### src/hdl/battleship_params.svh
`ifndef BATTLESHIP_PARAMS_SVH
`define BATTLESHIP_PARAMS_SVH

// Board geometry in cells and pixels
`define BOARD_SIZE   5            // Cells per side
`define CELL_SIZE    58           // Cell pitch without frame
`define FRAME_WIDTH  4            // Frame thickness
`define CELL_STEP    62           // CELL_SIZE + FRAME_WIDTH
`define LINE_WIDTH   2            // Divider thickness
`define LINE_POS     310          // Divider start column

// 640x480 raster, horizontal in pixels
`define H_ACTIVE     640
`define H_FRONT      16
`define H_SYNC       96
`define H_TOTAL      800

// Vertical in lines
`define V_ACTIVE     480
`define V_FRONT      10
`define V_SYNC       2
`define V_TOTAL      525

`define COLOR_WIDTH  8            // Bits per colour channel
`define NUM_BOARDS   2            // Player and PC

`endif

### src/hdl/vgaPkg.sv
`include "battleship_params.svh"

package vgaPkg;

    // Raster position as seen by the renderer
    typedef struct packed {
        logic [9:0] x;            // Column counter
        logic [9:0] y;            // Line counter
        logic       active;       // Inside the visible area
    } pixelPosT;

    // Both syncs are active low
    typedef struct packed {
        logic hsync;
        logic vsync;
    } syncT;

    typedef struct packed {
        logic [`COLOR_WIDTH-1:0] r;
        logic [`COLOR_WIDTH-1:0] g;
        logic [`COLOR_WIDTH-1:0] b;
    } rgbT;

endpackage

### src/hdl/gamePkg.sv
`include "battleship_params.svh"

package gamePkg;

    typedef enum logic [1:0] {
        WATER = 2'd0,
        SHIP  = 2'd1,
        MISS  = 2'd2,
        HIT   = 2'd3
    } cellStateE;

    typedef enum logic [2:0] {
        MOVE_UP    = 3'd0,
        MOVE_DOWN  = 3'd1,
        MOVE_LEFT  = 3'd2,
        MOVE_RIGHT = 3'd3,
        PLACE      = 3'd4,
        FIRE       = 3'd5,
        CLEAR      = 3'd6
    } opcodeE;

    typedef struct packed {
        opcodeE op;
        logic   board;            // 0 player, 1 PC
    } cmdT;

    typedef struct packed {
        logic [2:0] row;
        logic [2:0] col;
    } cursorT;

    // Write request towards one board
    typedef struct packed {
        opcodeE op;
        cursorT pos;
    } cellWriteT;

    // Cell of (row, col) sits at row*BOARD_SIZE + col
    typedef cellStateE [`BOARD_SIZE*`BOARD_SIZE-1:0] boardT;

endpackage

### src/hdl/vgaTiming.sv
`timescale 1ns/100ps
`include "battleship_params.svh"

module vgaTiming (
    input  logic             clk,
    input  logic             arstN,
    output vgaPkg::pixelPosT pos,
    output vgaPkg::syncT     rawSync
);

    localparam int hSyncStart = `H_ACTIVE + `H_FRONT;     // 656
    localparam int hSyncEnd   = hSyncStart + `H_SYNC;     // 752
    localparam int vSyncStart = `V_ACTIVE + `V_FRONT;     // 490
    localparam int vSyncEnd   = vSyncStart + `V_SYNC;     // 492

    logic [9:0] hCnt;
    logic [9:0] vCnt;
    logic       lineEnd;
    logic       frameEnd;

    assign lineEnd  = (hCnt == 10'(`H_TOTAL - 1));
    assign frameEnd = (vCnt == 10'(`V_TOTAL - 1));

    always_ff @(posedge clk or negedge arstN) begin
        if (!arstN) begin
            hCnt <= '0;
            vCnt <= '0;
        end else if (lineEnd) begin
            hCnt <= '0;                               // Wrap at 800
            if (frameEnd) begin
                vCnt <= '0;                           // Wrap at 525
            end else begin
                vCnt <= vCnt + 10'd1;
            end
        end else begin
            hCnt <= hCnt + 10'd1;
        end
    end

    always_comb begin
        pos.x      = hCnt;
        pos.y      = vCnt;
        pos.active = (hCnt < `H_ACTIVE) && (vCnt < `V_ACTIVE);
    end

    // Negative pulses inside the blanking interval
    always_comb begin
        rawSync.hsync = !((hCnt >= hSyncStart) && (hCnt < hSyncEnd));
        rawSync.vsync = !((vCnt >= vSyncStart) && (vCnt < vSyncEnd));
    end

    hCntInRange: assert property (
        @(posedge clk) disable iff (!arstN)
        hCnt <= 10'(`H_TOTAL - 1)
    ) else $error("Horizontal counter ran past the end of the line");

endmodule

### src/hdl/shotControl.sv
`timescale 1ns/100ps
`include "battleship_params.svh"

module shotControl (
    input  logic                   clk,
    input  logic                   arstN,
    input  logic                   cmdValid,
    input  gamePkg::cmdT           cmd,
    output gamePkg::cursorT        cursor,
    output gamePkg::cellWriteT     wr,
    output logic [`NUM_BOARDS-1:0] wrEn
);
    import gamePkg::*;

    localparam logic [2:0] lastIdx = 3'(`BOARD_SIZE - 1);

    cursorT cursorNext;
    logic   isWrite;

    // Moves clamp at the grid edge and ignore cmd.board
    always_comb begin
        cursorNext = cursor;
        isWrite    = 1'b0;
        if (cmdValid) begin
            case (cmd.op)
                MOVE_UP: begin
                    if (cursor.row != 3'd0) begin
                        cursorNext.row = cursor.row - 3'd1;
                    end
                end
                MOVE_DOWN: begin
                    if (cursor.row != lastIdx) begin
                        cursorNext.row = cursor.row + 3'd1;
                    end
                end
                MOVE_LEFT: begin
                    if (cursor.col != 3'd0) begin
                        cursorNext.col = cursor.col - 3'd1;
                    end
                end
                MOVE_RIGHT: begin
                    if (cursor.col != lastIdx) begin
                        cursorNext.col = cursor.col + 3'd1;
                    end
                end
                PLACE, FIRE, CLEAR: begin
                    isWrite = 1'b1;                   // Goes to the named board
                end
                default: begin
                    isWrite = 1'b0;
                end
            endcase
        end
    end

    always_ff @(posedge clk or negedge arstN) begin
        if (!arstN) begin
            cursor <= '0;
            wrEn   <= '0;
        end else begin
            cursor <= cursorNext;
            wrEn   <= '0;                             // Strobe lasts one cycle
            if (isWrite) begin
                wrEn[cmd.board] <= 1'b1;
            end
        end
    end

    // Write payload, qualified by wrEn
    always_ff @(posedge clk) begin
        if (isWrite) begin
            wr.op  <= cmd.op;
            wr.pos <= cursor;                         // Position before this cycle
        end
    end

    cursorInBoard: assert property (
        @(posedge clk) disable iff (!arstN)
        (cursor.row <= lastIdx) && (cursor.col <= lastIdx)
    ) else $error("Cursor left the board");

    wrEnOneHot: assert property (
        @(posedge clk) disable iff (!arstN)
        $onehot0(wrEn)
    ) else $error("Write strobe raised for more than one board");

endmodule

### src/hdl/boardBank.sv
`timescale 1ns/100ps
`include "battleship_params.svh"

module boardBank (
    input  logic               clk,
    input  logic               arstN,
    input  logic               wrEn,
    input  gamePkg::cellWriteT wr,
    output gamePkg::boardT     cells
);
    import gamePkg::*;

    localparam int numCells = `BOARD_SIZE * `BOARD_SIZE;

    logic [4:0] cellIdx;
    cellStateE  target;

    // Flat index of the addressed cell
    assign cellIdx = 5'(wr.pos.row) * 5'(`BOARD_SIZE) + 5'(wr.pos.col);
    assign target  = cells[cellIdx];

    always_ff @(posedge clk or negedge arstN) begin
        if (!arstN) begin
            for (int i = 0; i < numCells; i++) begin
                cells[i] <= WATER;
            end
        end else if (wrEn) begin
            case (wr.op)
                PLACE: begin
                    if (target == WATER) begin
                        cells[cellIdx] <= SHIP;       // Only on open water
                    end
                end
                FIRE: begin
                    if (target == WATER) begin
                        cells[cellIdx] <= MISS;
                    end else if (target == SHIP) begin
                        cells[cellIdx] <= HIT;
                    end
                    // MISS and HIT stay as they are
                end
                CLEAR: begin
                    for (int i = 0; i < numCells; i++) begin
                        cells[i] <= WATER;
                    end
                end
                default: begin
                    cells <= cells;                   // Moves never reach here
                end
            endcase
        end
    end

endmodule

### src/hdl/videoGen.sv
`timescale 1ns/100ps
`include "battleship_params.svh"

module videoGen (
    input  logic             clk,
    input  logic             arstN,
    input  vgaPkg::pixelPosT pos,
    input  vgaPkg::syncT     rawSync,
    input  gamePkg::cursorT  cursor,
    input  gamePkg::boardT   playerCells,
    input  gamePkg::boardT   pcCells,
    output vgaPkg::syncT     sync,
    output vgaPkg::rgbT      rgb
);
    import vgaPkg::*;
    import gamePkg::*;

    localparam rgbT black       = '{r: 8'h00, g: 8'h00, b: 8'h00};
    localparam rgbT white       = '{r: 8'hFF, g: 8'hFF, b: 8'hFF};
    localparam rgbT cursorBrown = '{r: 8'hA5, g: 8'h2A, b: 8'h2A};

    logic [3:0] colIdx;
    logic [3:0] rowIdx;
    logic [9:0] colPx;
    logic [9:0] rowPx;
    logic [3:0] boardCol;
    logic [5:0] cellIdx;
    logic       inLine;
    logic       inCell;
    logic       inPlayer;
    logic       inPc;
    logic       onCursor;
    rgbT        rgbNext;

    // Palette per board side
    function automatic rgbT cellColor(input cellStateE state, input logic pcSide);
        rgbT c;
        case (state)
            WATER:   c = pcSide ? '{r: 8'h20, g: 8'h20, b: 8'h20} : black;
            SHIP:    c = pcSide ? '{r: 8'h80, g: 8'h00, b: 8'h80} : '{r: 8'hFF, g: 8'h00, b: 8'h00};
            MISS:    c = pcSide ? '{r: 8'hFF, g: 8'hFF, b: 8'h00} : '{r: 8'h00, g: 8'h00, b: 8'hFF};
            HIT:     c = pcSide ? '{r: 8'hFF, g: 8'hA5, b: 8'h00} : '{r: 8'h00, g: 8'hFF, b: 8'h00};
            default: c = white;
        endcase
        return c;
    endfunction

    always_comb begin
        colIdx = 4'(pos.x / `CELL_STEP);              // Cell column on screen
        rowIdx = 4'(pos.y / `CELL_STEP);
        colPx  = 10'(colIdx * `CELL_STEP);            // Left edge of that cell
        rowPx  = 10'(rowIdx * `CELL_STEP);
        inLine = (pos.x >= `LINE_POS) && (pos.x < `LINE_POS + `LINE_WIDTH);
    end

    // Interior test against the frame, then which board owns the cell
    always_comb begin
        inCell   = (pos.x >= colPx + `FRAME_WIDTH) &&
                   (pos.x < colPx + `FRAME_WIDTH + `CELL_SIZE) &&
                   (pos.y >= rowPx + `FRAME_WIDTH) &&
                   (pos.y < rowPx + `FRAME_WIDTH + `CELL_SIZE);
        inPlayer = inCell && (colIdx < `BOARD_SIZE) && (rowIdx < `BOARD_SIZE);
        inPc     = inCell && (colIdx >= `BOARD_SIZE) && (colIdx < 2 * `BOARD_SIZE) &&
                   (rowIdx < `BOARD_SIZE);
        boardCol = inPlayer ? colIdx : colIdx - 4'(`BOARD_SIZE);
        cellIdx  = 6'(rowIdx * `BOARD_SIZE + boardCol);
        onCursor = (rowIdx == {1'b0, cursor.row}) && (colIdx == {1'b0, cursor.col});
    end

    always_comb begin
        if (!pos.active) begin
            rgbNext = black;                          // Blanking
        end else if (inLine) begin
            rgbNext = black;                          // Divider
        end else if (inPlayer) begin
            if (onCursor) begin
                rgbNext = cursorBrown;
            end else begin
                rgbNext = cellColor(playerCells[cellIdx], 1'b0);
            end
        end else if (inPc) begin
            rgbNext = cellColor(pcCells[cellIdx], 1'b1);
        end else begin
            rgbNext = white;                          // Frame gaps and background
        end
    end

    // Colour and sync leave on the same edge
    always_ff @(posedge clk or negedge arstN) begin
        if (!arstN) begin
            sync <= '{hsync: 1'b1, vsync: 1'b1};
            rgb  <= '0;
        end else begin
            sync <= rawSync;
            rgb  <= rgbNext;
        end
    end

endmodule

### src/hdl/battleshipTop.sv
`timescale 1ns/100ps
`include "battleship_params.svh"

module battleshipTop (
    input  logic         clk,
    input  logic         arstN,
    input  logic         cmdValid,
    input  gamePkg::cmdT cmd,
    output vgaPkg::syncT sync,
    output vgaPkg::rgbT  rgb
);
    import vgaPkg::*;
    import gamePkg::*;

    pixelPosT               pos;
    syncT                   rawSync;
    cursorT                 cursor;
    cellWriteT              wr;
    logic [`NUM_BOARDS-1:0] wrEn;
    boardT                  boardCells [`NUM_BOARDS];   // 0 player, 1 PC

    vgaTiming timing (
        .clk     (clk),
        .arstN   (arstN),
        .pos     (pos),
        .rawSync (rawSync)
    );

    shotControl control (
        .clk      (clk),
        .arstN    (arstN),
        .cmdValid (cmdValid),
        .cmd      (cmd),
        .cursor   (cursor),
        .wr       (wr),
        .wrEn     (wrEn)
    );

    for (genvar k = 0; k < `NUM_BOARDS; k++) begin : gBoard
        boardBank bank (
            .clk   (clk),
            .arstN (arstN),
            .wrEn  (wrEn[k]),
            .wr    (wr),
            .cells (boardCells[k])
        );
    end

    videoGen render (
        .clk         (clk),
        .arstN       (arstN),
        .pos         (pos),
        .rawSync     (rawSync),
        .cursor      (cursor),
        .playerCells (boardCells[0]),
        .pcCells     (boardCells[1]),
        .sync        (sync),
        .rgb         (rgb)
    );

endmodule

### config.mk
export PLATFORM = sky130hd
export DESIGN_NAME = battleshipTop
export DESIGN_NICKNAME = d
export VERILOG_FILES = /design/src/hdl/vgaPkg.sv /design/src/hdl/gamePkg.sv /design/src/hdl/vgaTiming.sv /design/src/hdl/shotControl.sv /design/src/hdl/boardBank.sv /design/src/hdl/videoGen.sv /design/src/hdl/battleshipTop.sv
export VERILOG_INCLUDE_DIRS = /design/src /design/src/hdl
export SDC_FILE = /design/constraint.sdc
export NUM_CORES = 1
export LEC_CHECK = 0
export BUFFER_PORTS_ARGS = -buffer_cell sky130_fd_sc_hd__buf_2
export CORE_MARGIN = 8
export CORE_UTILIZATION = 40
export DETAILED_ROUTE_END_ITERATION = 6
export SLEW_MARGIN = 10
export SYNTH_ARGS = -nofsm -noshare
export SYNTH_HDL_FRONTEND = slang
export SYNTH_SLANG_ARGS = --single-unit
### constraint.sdc
create_clock -name clk -period 15.35 [get_ports clk]
set_clock_uncertainty 0.15 [all_clocks]
set_input_delay 1.535 -clock clk [delete_from_list [all_inputs] [get_ports clk]]
set_output_delay 1.535 -clock clk [all_outputs]
set_load 0.01 [all_outputs]
==> results of run 1 <==
[per-stage QoR]
step | worst slack (ns) | util, % | std cells | total power (W)
CTS | 4.080 | 43.48 | 1578 | 0.001307
finish | 4.064 | 43.48 | 1578 | 0.001302
detailed placement | 4.088 | 41.41 | 1547 | 0.0008616
global route | 3.140 | 43.48 | 1578 | 0.001368
global placement | 4.371 | 41.41 | 1547 | 0.0008565
floorplan | 5.250 | - | 1192 | 0.0007550
[critical path: cells and delay by family (launching register included)]
family,cells,cell delay (ns)
buffers and inverters,1,0.17
adder cells (fa/ha/maj),7,3.40
flip-flops,1,0.70
AO/OA/AOI/OAI,10,2.13
XOR/XNOR,2,0.53
AND/OR/NAND/NOR,10,2.90
multiplexers,3,1.17
[layer usage]
layer	routed length, µm	GRT usage (%)
met1	13830	23.93
met3	1574	2.935
met5	0	0
met4	1237	8.424
met2	15250	29.57
[cell usage after synthesis (8+ instances only)]
cell / number
mux4_2: 52
nand2b_1: 16
nor2_1: 61
inv_1: 48
a22oi_1: 14
edfxtp_1: 9
a21o_1: 12
fa_1: 17
buf_2: 22
buf_4: 17
nand3_1: 35
o211ai_1: 8
and3_1: 12
nor3_1: 21
clkbuf_1: 33
ha_1: 96
a21oi_1: 127
xor2_1: 33
o21ai_0: 59
nor2b_1: 9
xnor2_1: 31
a211oi_1: 10
nand2_1: 95
a22o_1: 47
a31oi_1: 11
dfrtp_1: 140
nand4_1: 10
[path summary, 6_finish.rpt]
check,startpoint,endpoint
setup / recovery,timing.vCnt[5]$_DFFE_PN0N_,render.rgb[23]$_DFF_PN0_
min in group asynchronous,arstN,timing.vCnt[2]$_DFFE_PN0N_
setup reg to reg,timing.vCnt[5]$_DFFE_PN0N_,render.rgb[23]$_DFF_PN0_
max in group asynchronous,arstN,gBoard[1].bank.cells[0]$_DFFE_PN0P_
hold / removal,timing.hCnt[0]$_DFF_PN0_,timing.hCnt[0]$_DFF_PN0_
hold reg to reg,timing.hCnt[0]$_DFF_PN0_,timing.hCnt[0]$_DFF_PN0_
[cell type report]
| class | instances | area [µm²] | area share (%) |
|---|---|---|---|
| Sequential cell | 151 | 3826 | 30.01 |
| Tap cell | 390 | 488.0 | 3.828 |
| Clock inverter | 13 | 167.7 | 1.315 |
| Clock buffer | 18 | 439.2 | 3.445 |
| Inverter | 49 | 186.4 | 1.462 |
| Multi-Input combinational cell | 912 | 7377 | 57.87 |
| Timing Repair Buffer | 45 | 264.0 | 2.071 |
[cells by family (layout without fill, tap and decap cells)]
group / count (synthesis) / in the layout / share of synthesized area (%)
buffers and inverters: 129 / 125 / 5.068
XOR/XNOR: 66 / 66 / 5.026
AND/OR/NAND/NOR: 309 / 309 / 13.23
adder cells (fa/ha/maj): 113 / 113 / 13.06
flip-flops: 151 / 151 / 32.42
multiplexers: 63 / 63 / 10.90
AO/OA/AOI/OAI: 361 / 361 / 20.29
[flip-flops by register name, summed over array words and instances, names as in the netlist]
signal / count
control.wr: 9
control.wrEn: 2
gBoard.bank.cells: 100
timing.hCnt: 10
render.rgb: 12
render.sync: 2
control.cursor: 6
timing.vCnt: 10
[power breakdown]
group          leakage, nW  switching [W]  internal (W)
sequential            1.95      0.0000685      0.000468
clock                0.299       0.000182      0.000261
combinational         3.22       0.000185      0.000136
total                 5.47       0.000436      0.000866
==> results.md, run 1 <==
- Status: complete, no violations
- Worst r2r path cells: 33
- Layout cells sized above 1: 13.64%
- # rows: 63
- Post-Route WL: 31900 µm
- Req. time, crit path: 15.51 ns
- Initial antenna violation count: 0
- Starting density of the core: 40.25%
- Die area: 35260 µm²
- Grt ovf: 0
- Share of synthesized flip-flops with an asynchronous set or reset: 94.04%
- Syn-to-layout area delta: 8.026%
- Leak: 5.473 nW
- YS warnings: 0
- Post-CTS Setup Bufs: 0
- Total track usage: 18.34%
- Most common library cell in the layout ignoring fill and taps: dfrtp_1
- Vias in the first global route: 9244
- Worst Tran Pin Value: 1.265 ns
- Die Height: 187.8 µm
- Fin. Hold Viols: 0
- WHS: 0.3722 ns
- Post-DP HPWL: 22570 µm
- Dpl cell area: 12140 µm²
- Synth area leader: dfrtp_1
- Final ANT Viol Nets: 0
- Largest cells by area after synthesis: dfrtp_1 30%, ha_1 10%, mux4_2 9.9%, a21oi_1 5.4%, a22o_1 3.5%
- Largest net degree at the start of global routing: 76
- I/O Pins: 33
- Sequential fraction of the synthesis area: 32.42%
- Most frequent cells in the layout: 140 x dfrtp_1, 127 x a21oi_1, 96 x ha_1
- Fillers: 2825
- CTS clk-pin slew, worst paths: 0.07 ns
- DR DRC count: 0
- RD Place Congestion: 0.8446
- Synthesized area: 11800 µm²
- Distinct cells, synth: 87
- Synthesized Nets: 1312
- Antenna cells: 0
- Syn Area/Cell: 9.900 µm²
- Starting DRC count in detailed routing: 792
- Synth Flop Type: dfrtp_1
- RSZ-0062 raised after global routing: no
- Worst path max stage delay: 1.05 ns
- Max FO, Critical Path: 25
- Num CTS Buffers: 17
- # port buffers: 32
- Clk buf depth: 2
- WP data arrival: 11.44 ns
- Die width: 187.8 µm
- Post-route cell area: 12750 µm²
- Slew Limit Fails: 0
- Rel. slew slack: 15.46%
- HP Class: reg -> reg
- # H-tree levels: 4
- Final net count: 1296
- EDFF count, synth: 9
- DR vias: 9350
- Tmin final: 11.29 ns
- Core area: 29320 µm²
- WHS Path Cells: 1
- Critical path class: reg -> reg
- TritonCTS clock tree: done
- WL/cell: 20.21 µm
- Power per cell area: 102.1 nW/µm²
- Worst IR Drop VDD: 75.30 µV
- Flops & latches, synth: 151
- Avg Vias per Cell: 5.925
- Max Fclk: 88.60 MHz
- Crit start category: flip-flop
- Most common cell on crit path: ha_1
- Crit-path slowest cell: ha_1
- Flop2flop setup slack: 4.06 ns
- Max-cap violations: 0
- Area share of the largest cell type after synthesis: 29.69%
- CTS root buffer: clkbuf_16
- DR pass1 iterations: 7
- Final Cycle Share: 73.53%
- CTS Hold Bufs: 0
- Post-Syn Instances: 1192
- Setup crit end kind: flip-flop
- PostCTS Resize Cnt: 0
- First-pass GRT wire length: 51630 µm
- Clk_lat worst skew: 0.44 ns
- Clock sinks: 151
- Final Setup Violations: 0
- Final TNS setup: 0 ns
(Power assumes the default switching activity.)
==> run 2, diff against run 1 <==
--- a/config.mk
+++ b/config.mk
@@ -6,6 +6,7 @@
 export SDC_FILE = /design/constraint.sdc
 export NUM_CORES = 1
 export LEC_CHECK = 0
+export ABC_AREA = 1
 export BUFFER_PORTS_ARGS = -buffer_cell sky130_fd_sc_hd__buf_2
 export CORE_MARGIN = 8
 export CORE_UTILIZATION = 40
==> constraint.sdc (replaced) <==
create_clock -name clk -period 10.8 [get_ports clk]
set_clock_uncertainty 0.15 [all_clocks]
set_input_delay 1.08 -clock clk [delete_from_list [all_inputs] [get_ports clk]]
set_output_delay 1.08 -clock clk [all_outputs]
set_load 0.01 [all_outputs]
==> run 2 against run 1 <==
Against the previous run: sequential power grew 36%; non-clock buffer count rose by 21; the run now ends with DRC left; utilization rose by 0.57 points; sequential cell count stayed put; highest routed layer unchanged; area after synthesis is 6.4% higher.
==> results.md, run 2 <==
- Area share of the largest cell type after synthesis: 27.91% (was 29.69%)
- Clk pwr share: 32.9% (was 34.1%)
- DR DRC count: 4 (was 0)
- Synthesized Nets: 1826 (was 1312)
- Critical path class: reg -> reg (unchanged)
- WP data arrival: 10.16 ns (was 11.44 ns)
- Switching Fraction: 38.98% (was 33.48%)
- Setup crit end kind: flip-flop (unchanged)
- Max FO, Critical Path: 13 (was 25)
- Leak: 6.805 nW (was 5.473 nW)
- Tmin final: 9.936 ns (was 11.29 ns)
- Die Height: 193.2 µm (was 187.8 µm)
- I/O Pins: 33 (unchanged)
- Post-Route WL: 37620 µm (was 31900 µm)
- Vias in the first global route: 11385 (was 9244)
- Most common cell on crit path: nand2_1 (was ha_1)
- Total Power: 0.001824 W (was 0.001302 W)
- Final Setup Violations: 0 (unchanged)
- Die width: 193.2 µm (was 187.8 µm)
- Rel. slew slack: 16.84% (was 15.46%)
- # rows: 65 (was 63)
- Antenna cells: 0 (unchanged)
- Syn Area/Cell: 7.358 µm² (was 9.900 µm²)
- YS warnings: 0 (unchanged)
- RD Place Congestion: 0.8945 (was 0.8446)
- DR vias: 11692 (was 9350)
- Largest cells by area after synthesis: dfrtp_1 28%, ha_1 9.6%, inv_1 8.1%, a21oi_1 7.7%, nand2_1 7.3% (was dfrtp_1 30%, ha_1 10%, mux4_2 9.9%, a21oi_1 5.4%, a22o_1 3.5%)
- Core area: 31230 µm² (was 29320 µm²)
- Top sig layer: met4 (unchanged)
- Clock sinks: 151 (unchanged)
- HP Class: reg -> reg (unchanged)
- Total track usage: 20.48% (was 18.34%)
- CTS Hold Bufs: 0 (unchanged)
- Crit-path slowest cell: fa_2 (was ha_1)
- # H-tree levels: 4 (unchanged)
- Post-Syn Instances: 1706 (was 1192)
- M1 WL: 15840 µm (was 13830 µm)
- Largest registers: gBoard.bank.cells x100, render.rgb x12 (unchanged)
- Fillers: 3146 (was 2825)
- Setup ws final: 0.8641 ns (was 4.064 ns)
- Starting density of the core: 40.20% (was 40.25%)
- Most frequent cells in the layout: 271 x inv_1, 244 x nand2_1, 193 x nor2_1, 193 x a21oi_1, 136 x dfrtp_1 (was 140 x dfrtp_1, 127 x a21oi_1, 96 x ha_1)
- CTS root buffer: clkbuf_16 (unchanged)
- Grt ovf: 0 (unchanged)
- Sequential fraction of the synthesis area: 30.48% (was 32.42%)
- Clk buf depth: 2 (unchanged)
- Max reg flops: 100 (unchanged)
- RSZ-0062 raised after global routing: no (unchanged)
- Worst IR Drop VDD: 136.7 µV (was 75.30 µV)
- Crit start category: flip-flop (unchanged)
- Initial antenna violation count: 0 (unchanged)
- Starting DRC count in detailed routing: 875 (was 792)
- Seq pwr share: 39.9% (was 41.2%)
- Synth Flop Type: dfrtp_1 (unchanged)
- Clk_lat worst skew: 0.46 ns (was 0.44 ns)
- Status: complete, but fails checks (was complete, no violations)
- Final net count: 1839 (was 1296)
- Worst Tran Pin Value: 1.244 ns (was 1.265 ns)
- DR pass1 iterations: 7 (unchanged)
- First-pass GRT wire length: 59860 µm (was 51630 µm)
- Fin. Hold Viols: 0 (unchanged)
- Max-cap violations: 0 (unchanged)
- Violated checks: DRC
- Net Switching: 0.0007112 W (was 0.0004358 W)
- Worst path max stage delay: 0.60 ns (was 1.05 ns)
- Detail Route met3 WL: 2123 µm (was 1574 µm)
- CTS clk-pin slew, worst paths: 0.07 ns (about the same)
- Req. time, crit path: 11.03 ns (was 15.51 ns)
- Most common library cell in the layout ignoring fill and taps: inv_1 (was dfrtp_1)
- Distinct cells, synth: 60 (was 87)
- Post-DP HPWL: 26560 µm (was 22570 µm)
- Most common cell in the netlist: inv_1 (was dfrtp_1)
- Biggest register: gBoard.bank.cells (unchanged)
- Most frequent cells after synthesis: 271 x inv_1, 245 x nand2_1, 195 x nor2_1 (was 140 x dfrtp_1, 127 x a21oi_1, 96 x ha_1)
- Num CTS Buffers: 17 (unchanged)
- Power per cell area: 132.6 nW/µm² (was 102.1 nW/µm²)
- Max Fclk: 100.6 MHz (was 88.60 MHz)
- EDFF count, synth: 9 (unchanged)
- Syn-to-layout area delta: 9.568% (was 8.026%)
- Flops & latches, synth: 151 (unchanged)
- Synthesized area: 12550 µm² (was 11800 µm²)
- Post-place setup slack: 0.1432 ns (was 4.088 ns)
- Share of synthesized flip-flops with an asynchronous set or reset: 94.04% (unchanged)
- Slew Limit Fails: 0 (unchanged)
- Final Cycle Share: 92.00% (was 73.53%)
- WL/cell: 17.63 µm (was 20.21 µm)
- TritonCTS clock tree: done (unchanged)
- Gate power share: 27.2% (was 24.7%)
- Pint: 0.001113 W (was 0.0008659 W)
- Final ANT Viol Nets: 0 (unchanged)
- Largest net degree at the start of global routing: 90 (was 76)
- Met2 WL post-DR: 18030 µm (was 15250 µm)
- Layout cells sized above 1: 10.57% (was 13.64%)
- # port buffers: 32 (unchanged)
- Final Util: 44.04% (was 43.48%)
- Synth area leader: dfrtp_1 (unchanged)
- Final TNS setup: 0 ns (unchanged)
- Dpl cell area: 13090 µm² (was 12140 µm²)
- Die area: 37310 µm² (was 35260 µm²)
- Post-route cell area: 13750 µm² (was 12750 µm²)
- Avg Vias per Cell: 5.479 (was 5.925)
## run 2: changes by cell type after synthesis, moves of 30 or more
cell / previous run / this run
nor2_1: 61 / 195
nand3_1: 35 / 65
mux4_2: 52 / 0
a21oi_1: 127 / 194
a22oi_1: 14 / 52
nand2_1: 95 / 245
inv_1: 48 / 271
a22o_1: 47 / 0
## run 2: what timing repair did
action | in CTS | in global routing
resized for setup | 0 | 19
endpoints found under the hold margin | 0 | 0
setup endpoints to repair | 0 | 12
setup buffers | 0 | 8
## run 2: layer usage
metal | global-route usage, % | vias up
li1 | - | 5708
met1 | 25.12 | 5474
met2 | 34.23 | 398
met3 | 3.471 | 112
met4 | 10.68 | 0
met5 | 0 | -
## run 2: path summary, 6_finish.rpt
kind | from | end | slack, ns | cells after the start
min in group asynchronous | arstN | gBoard[0].bank.cells[38]$_DFFE_PN0P_ | 0.53 | 1
max | timing.vCnt[7]$_DFFE_PN0N_ | render.rgb[18]$_DFF_PN0_ | 0.86 | 57
min reg2reg | timing.hCnt[0]$_DFF_PN0_ | timing.hCnt[0]$_DFF_PN0_ | 0.32 | 1
max in group asynchronous | arstN | timing.vCnt[8]$_DFFE_PN0N_ | 8.64 | 2
min | timing.hCnt[0]$_DFF_PN0_ | timing.hCnt[0]$_DFF_PN0_ | 0.32 | 1
max reg2reg | timing.vCnt[7]$_DFFE_PN0N_ | render.rgb[18]$_DFF_PN0_ | 0.86 | 57
## run 2: worst max-delay path: cells and delay by family (launching register included)
family	cells	cell delay, ns
adders and majority gates	8	2.84
DFF	1	0.47
buffers and inverters	9	0.84
AOI/OAI and AO/OA	8	1.35
and+or+nand+nor	29	3.53
xor gates and xnor gates	3	0.66
## run 2: per-stage QoR
step | hold slack, ns | cells
2_1_floorplan | 0.2822 | 1706
3_3_place_gp | 0.2947 | 2094
3_5_place_dp | 0.3119 | 2094
4_1_cts | 0.3216 | 2126
5_1_grt | 0.3496 | 2134
6_report | 0.3222 | 2134
## run 2: cell families after synthesis
| family | Yosys count | share of synthesized area [%] |
|---|---|---|
| AND/OR/NAND/NOR | 615 | 22.77 |
| AO/OA/AOI/OAI | 430 | 20.26 |
| buffers and inverters | 356 | 11.34 |
| flip-flops | 151 | 30.48 |
| adder cells (fa/ha/maj) | 113 | 12.28 |
| XOR/XNOR | 41 | 2.861 |
## run 2: layout make-up
type	count	area, µm²	area share (%)
multi-input combinational	1199	7360	53.51
tap	402	503.0	3.657
inverter	284	1071	7.787
sequential	151	3831	27.85
timing repair buffer	66	421.7	3.066
clock buffer	18	439.2	3.193
clock inverter	14	128.9	0.9370
## run 2: power by group through the flow
stage / Clock (W) / Sequential [W] / Combinational (W)
finish: 0.000599 / 0.000728 / 0.000497
global route: 0.000627 / 0.000738 / 0.000541
CTS: 0.000604 / 0.000727 / 0.000484
detailed placement: 0 / 0.000736 / 0.000483
global placement: 0 / 0.000736 / 0.000480
floorplan: 0 / 0.000711 / 0.000327
==> run 3, diff against run 2 <==
--- a/config.mk
+++ b/config.mk
@@ -11,6 +11,7 @@
 export CORE_MARGIN = 8
 export CORE_UTILIZATION = 40
 export DETAILED_ROUTE_END_ITERATION = 6
+export REMOVE_ABC_BUFFERS = 1
 export SLEW_MARGIN = 10
 export SYNTH_ARGS = -nofsm -noshare
 export SYNTH_HDL_FRONTEND = slang
==> run 3 against run 2 <==
Against the previous run: the flow now finishes without violations; die area did not move; largest power group unchanged; non-clock buffer count fell by 4; cell area barely moved; total power rose by 2.0%; critical endpoint is now render.rgb[22]$_DFF_PN0_; setup slack got worse by 0.067 ns; hold slack barely moved; clock power rose by 5.8%; sequential share of layout area barely moved.
==> results.md, run 3 (synthesis gave the netlist of run 2 again) <==
- DR DRC count: 0 (was 4)
- Final Non-Filler Cells: 2130 (was 2134)
- Worst IR Drop VDD: 121.0 µV (was 136.7 µV)
- Most common library cell in the layout ignoring fill and taps: inv_1 (unchanged)
- WL/cell: 17.76 µm (was 17.63 µm)
- Grt ovf: 0 (unchanged)
- CTS Hold Bufs: 0 (unchanged)
- Rel. slew slack: 38.40% (was 16.84%)
- Final net count: 1835 (was 1839)
- Largest net degree at the start of global routing: 77 (was 90)
- # port buffers: 32 (unchanged)
- Clk buf depth: 2 (unchanged)
- Leak: 6.783 nW (was 6.805 nW)
- Die width: 193.2 µm (unchanged)
- Syn-to-layout area delta: 9.469% (was 9.568%)
- Power per cell area: 135.4 nW/µm² (was 132.6 nW/µm²)
- Crit start category: flip-flop (unchanged)
- I/O Pins: 33 (unchanged)
- Setup ws final: 0.7972 ns (was 0.8641 ns)
- Final TNS setup: 0 ns (unchanged)
- Max reg flops: 100 (unchanged)
- Total track usage: 20.65% (was 20.48%)
- Setup crit end kind: flip-flop (unchanged)
- Post-DP HPWL: 26730 µm (was 26560 µm)
- TritonCTS clock tree: done (unchanged)
- Fillers: 3167 (was 3146)
- CTS root buffer: clkbuf_16 (unchanged)
- Avg Vias per Cell: 5.509 (was 5.479)
- Tmin final: 10.00 ns (was 9.936 ns)
- Antenna cells: 0 (unchanged)
- Final ANT Viol Nets: 0 (unchanged)
- # H-tree levels: 4 (unchanged)
- RD Place Congestion: 0.8998 (was 0.8945)
- Critical path class: reg -> reg (unchanged)
- Fin. Hold Viols: 0 (unchanged)
- Post-place setup slack: 0.2417 ns (was 0.1432 ns)
- Core area: 31230 µm² (unchanged)
- RSZ-0062 raised after global routing: no (unchanged)
- Die area: 37310 µm² (unchanged)
- Max Fclk: 99.97 MHz (was 100.6 MHz)
- Final Cycle Share: 92.62% (was 92.00%)
- Crit-path slowest cell: fa_2 (unchanged)
- Biggest register: gBoard.bank.cells (unchanged)
- Most frequent cells in the layout: 270 x inv_1, 244 x nand2_1, 194 x a21oi_1 (was 271 x inv_1, 244 x nand2_1, 193 x nor2_1, 193 x a21oi_1, 136 x dfrtp_1)
- DR pass1 iterations: 5 (was 7)
- Total Power: 0.001861 W (was 0.001824 W)
- First-pass GRT wire length: 60730 µm (was 59860 µm)
- Largest registers: gBoard.bank.cells x100, render.rgb x12 (unchanged)
- Num CTS Buffers: 17 (unchanged)
- CTS clk-pin slew, worst paths: 0.07 ns (about the same)
- Most common cell on crit path: nor2_1 (was nand2_1)
- Post-Route WL: 37840 µm (was 37620 µm)
- Worst r2r path cells: 57 (unchanged)
- Setup crit end: render.rgb[22]$_DFF_PN0_ (was render.rgb[18]$_DFF_PN0_)
- Flop2flop setup slack: 0.80 ns (was 0.86 ns)
- Placed Cells: 2098 (was 2094)
- WP data arrival: 10.23 ns (was 10.16 ns)
- Initial antenna violation count: 0 (unchanged)
- Die Height: 193.2 µm (unchanged)
- Origin of the critical flop-to-flop path: timing.vCnt[5]$_DFFE_PN0N_ (was timing.vCnt[7]$_DFFE_PN0N_)
- # rows: 65 (unchanged)
- Vias in the first global route: 11355 (was 11385)
- Starting density of the core: 40.20% (unchanged)
- Final Setup Violations: 0 (unchanged)
- Reg2reg end: render.rgb[22]$_DFF_PN0_ (was render.rgb[18]$_DFF_PN0_)
- Worst path max stage delay: 0.61 ns (was 0.60 ns)
- Critical Path Start: timing.vCnt[5]$_DFFE_PN0N_ (was timing.vCnt[7]$_DFFE_PN0N_)
- Layout cells sized above 1: 10.24% (was 10.57%)
- Max FO, Critical Path: 13 (unchanged)
- Clock sinks: 151 (unchanged)
- Status: complete, no violations (was complete, but fails checks)
- Max-cap violations: 0 (unchanged)
- Starting DRC count in detailed routing: 1079 (was 875)
- Slew Limit Fails: 0 (unchanged)
- Req. time, crit path: 11.02 ns (was 11.03 ns)
- Clk_lat worst skew: 0.45 ns (was 0.46 ns)
- Worst Tran Pin Value: 0.9241 ns (was 1.244 ns)
- DR vias: 11735 (was 11692)
- HP Class: reg -> reg (unchanged)
==> run 3: changes by cell type in the layout (fill, tap and decap cells not counted), moves of 2 or more <==
cell / before / now
buf_4: 34 / 30
clkinv_4: 4 / 1
o21ai_0: 74 / 76
o21ai_1: 9 / 7
o311ai_1: 0 / 2
==> run 3: layer usage <==
layer  GRT usage [%]  vias to the layer above  share of wire, %
li1                -                     5697                 -
met1           25.76                     5554                43
met2           35.18                      389                49
met3           3.219                       95               5.4
met4           8.609                        0               3.2
met5               0                        -                 0
==> run 3: final cells by class <==
cell class / count / area (µm²) / share of cell area [%]
clock inverters: 14 / 152.6 / 1.111
multi-input cells: 1199 / 7343 / 53.44
repair buffers: 62 / 391.6 / 2.850
well taps: 402 / 503.0 / 3.660
clock buffers: 18 / 450.4 / 3.278
flip-flops and latches: 151 / 3830 / 27.87
inverters: 284 / 1071 / 7.794
==> run 3: through the flow <==
step / hold slack [ns] / utilization [%] / cell area, µm²
floorplan: 0.2822 / - / 12200
global placement: 0.3110 / 42.00 / 13120
detailed placement: 0.3214 / 42.00 / 13120
CTS: 0.3302 / 43.93 / 13720
global route: 0.3624 / 44.00 / 13740
finish: 0.3219 / 44.00 / 13740
==> run 3: power breakdown <==
part,leakage (nW),total [W],switching [W],internal [W]
registers,1.95,0.000725,0.0000644,0.000661
clock network,0.292,0.000634,0.000293,0.000341
logic,4.55,0.000502,0.000358,0.000144
==> run 3: worst min path at each step <==
stage	start	end	slack, ns	cells past startpoint
after floorplan	timing.hCnt[0]$_DFF_PN0_	timing.hCnt[0]$_DFF_PN0_	0.28	1
after global placement	timing.hCnt[0]$_DFF_PN0_	timing.hCnt[0]$_DFF_PN0_	0.31	1
after detailed placement	timing.hCnt[0]$_DFF_PN0_	timing.hCnt[0]$_DFF_PN0_	0.32	1
after CTS	timing.hCnt[0]$_DFF_PN0_	timing.hCnt[0]$_DFF_PN0_	0.33	1
after global routing	timing.hCnt[0]$_DFF_PN0_	timing.hCnt[0]$_DFF_PN0_	0.36	1
final	timing.hCnt[0]$_DFF_PN0_	timing.hCnt[0]$_DFF_PN0_	0.32	1
==> run 3: timing repair <==
| item | 4_1_cts | 5_1_grt |
|---|---|---|
| gates resized for setup | 0 | 15 |
| endpoints found under the setup margin | 0 | 12 |
| buffers inserted | 0 | 0 |
==> run 3: critical path, delay by kind of cell, from the launching register on <==
family,cells,cell delay (ns)
fa+ha+maj,7,2.82
xor+xnor,2,0.49
flops,1,0.50
buf+inv,11,1.13
compound gates,9,1.34
simple gates,28,3.47
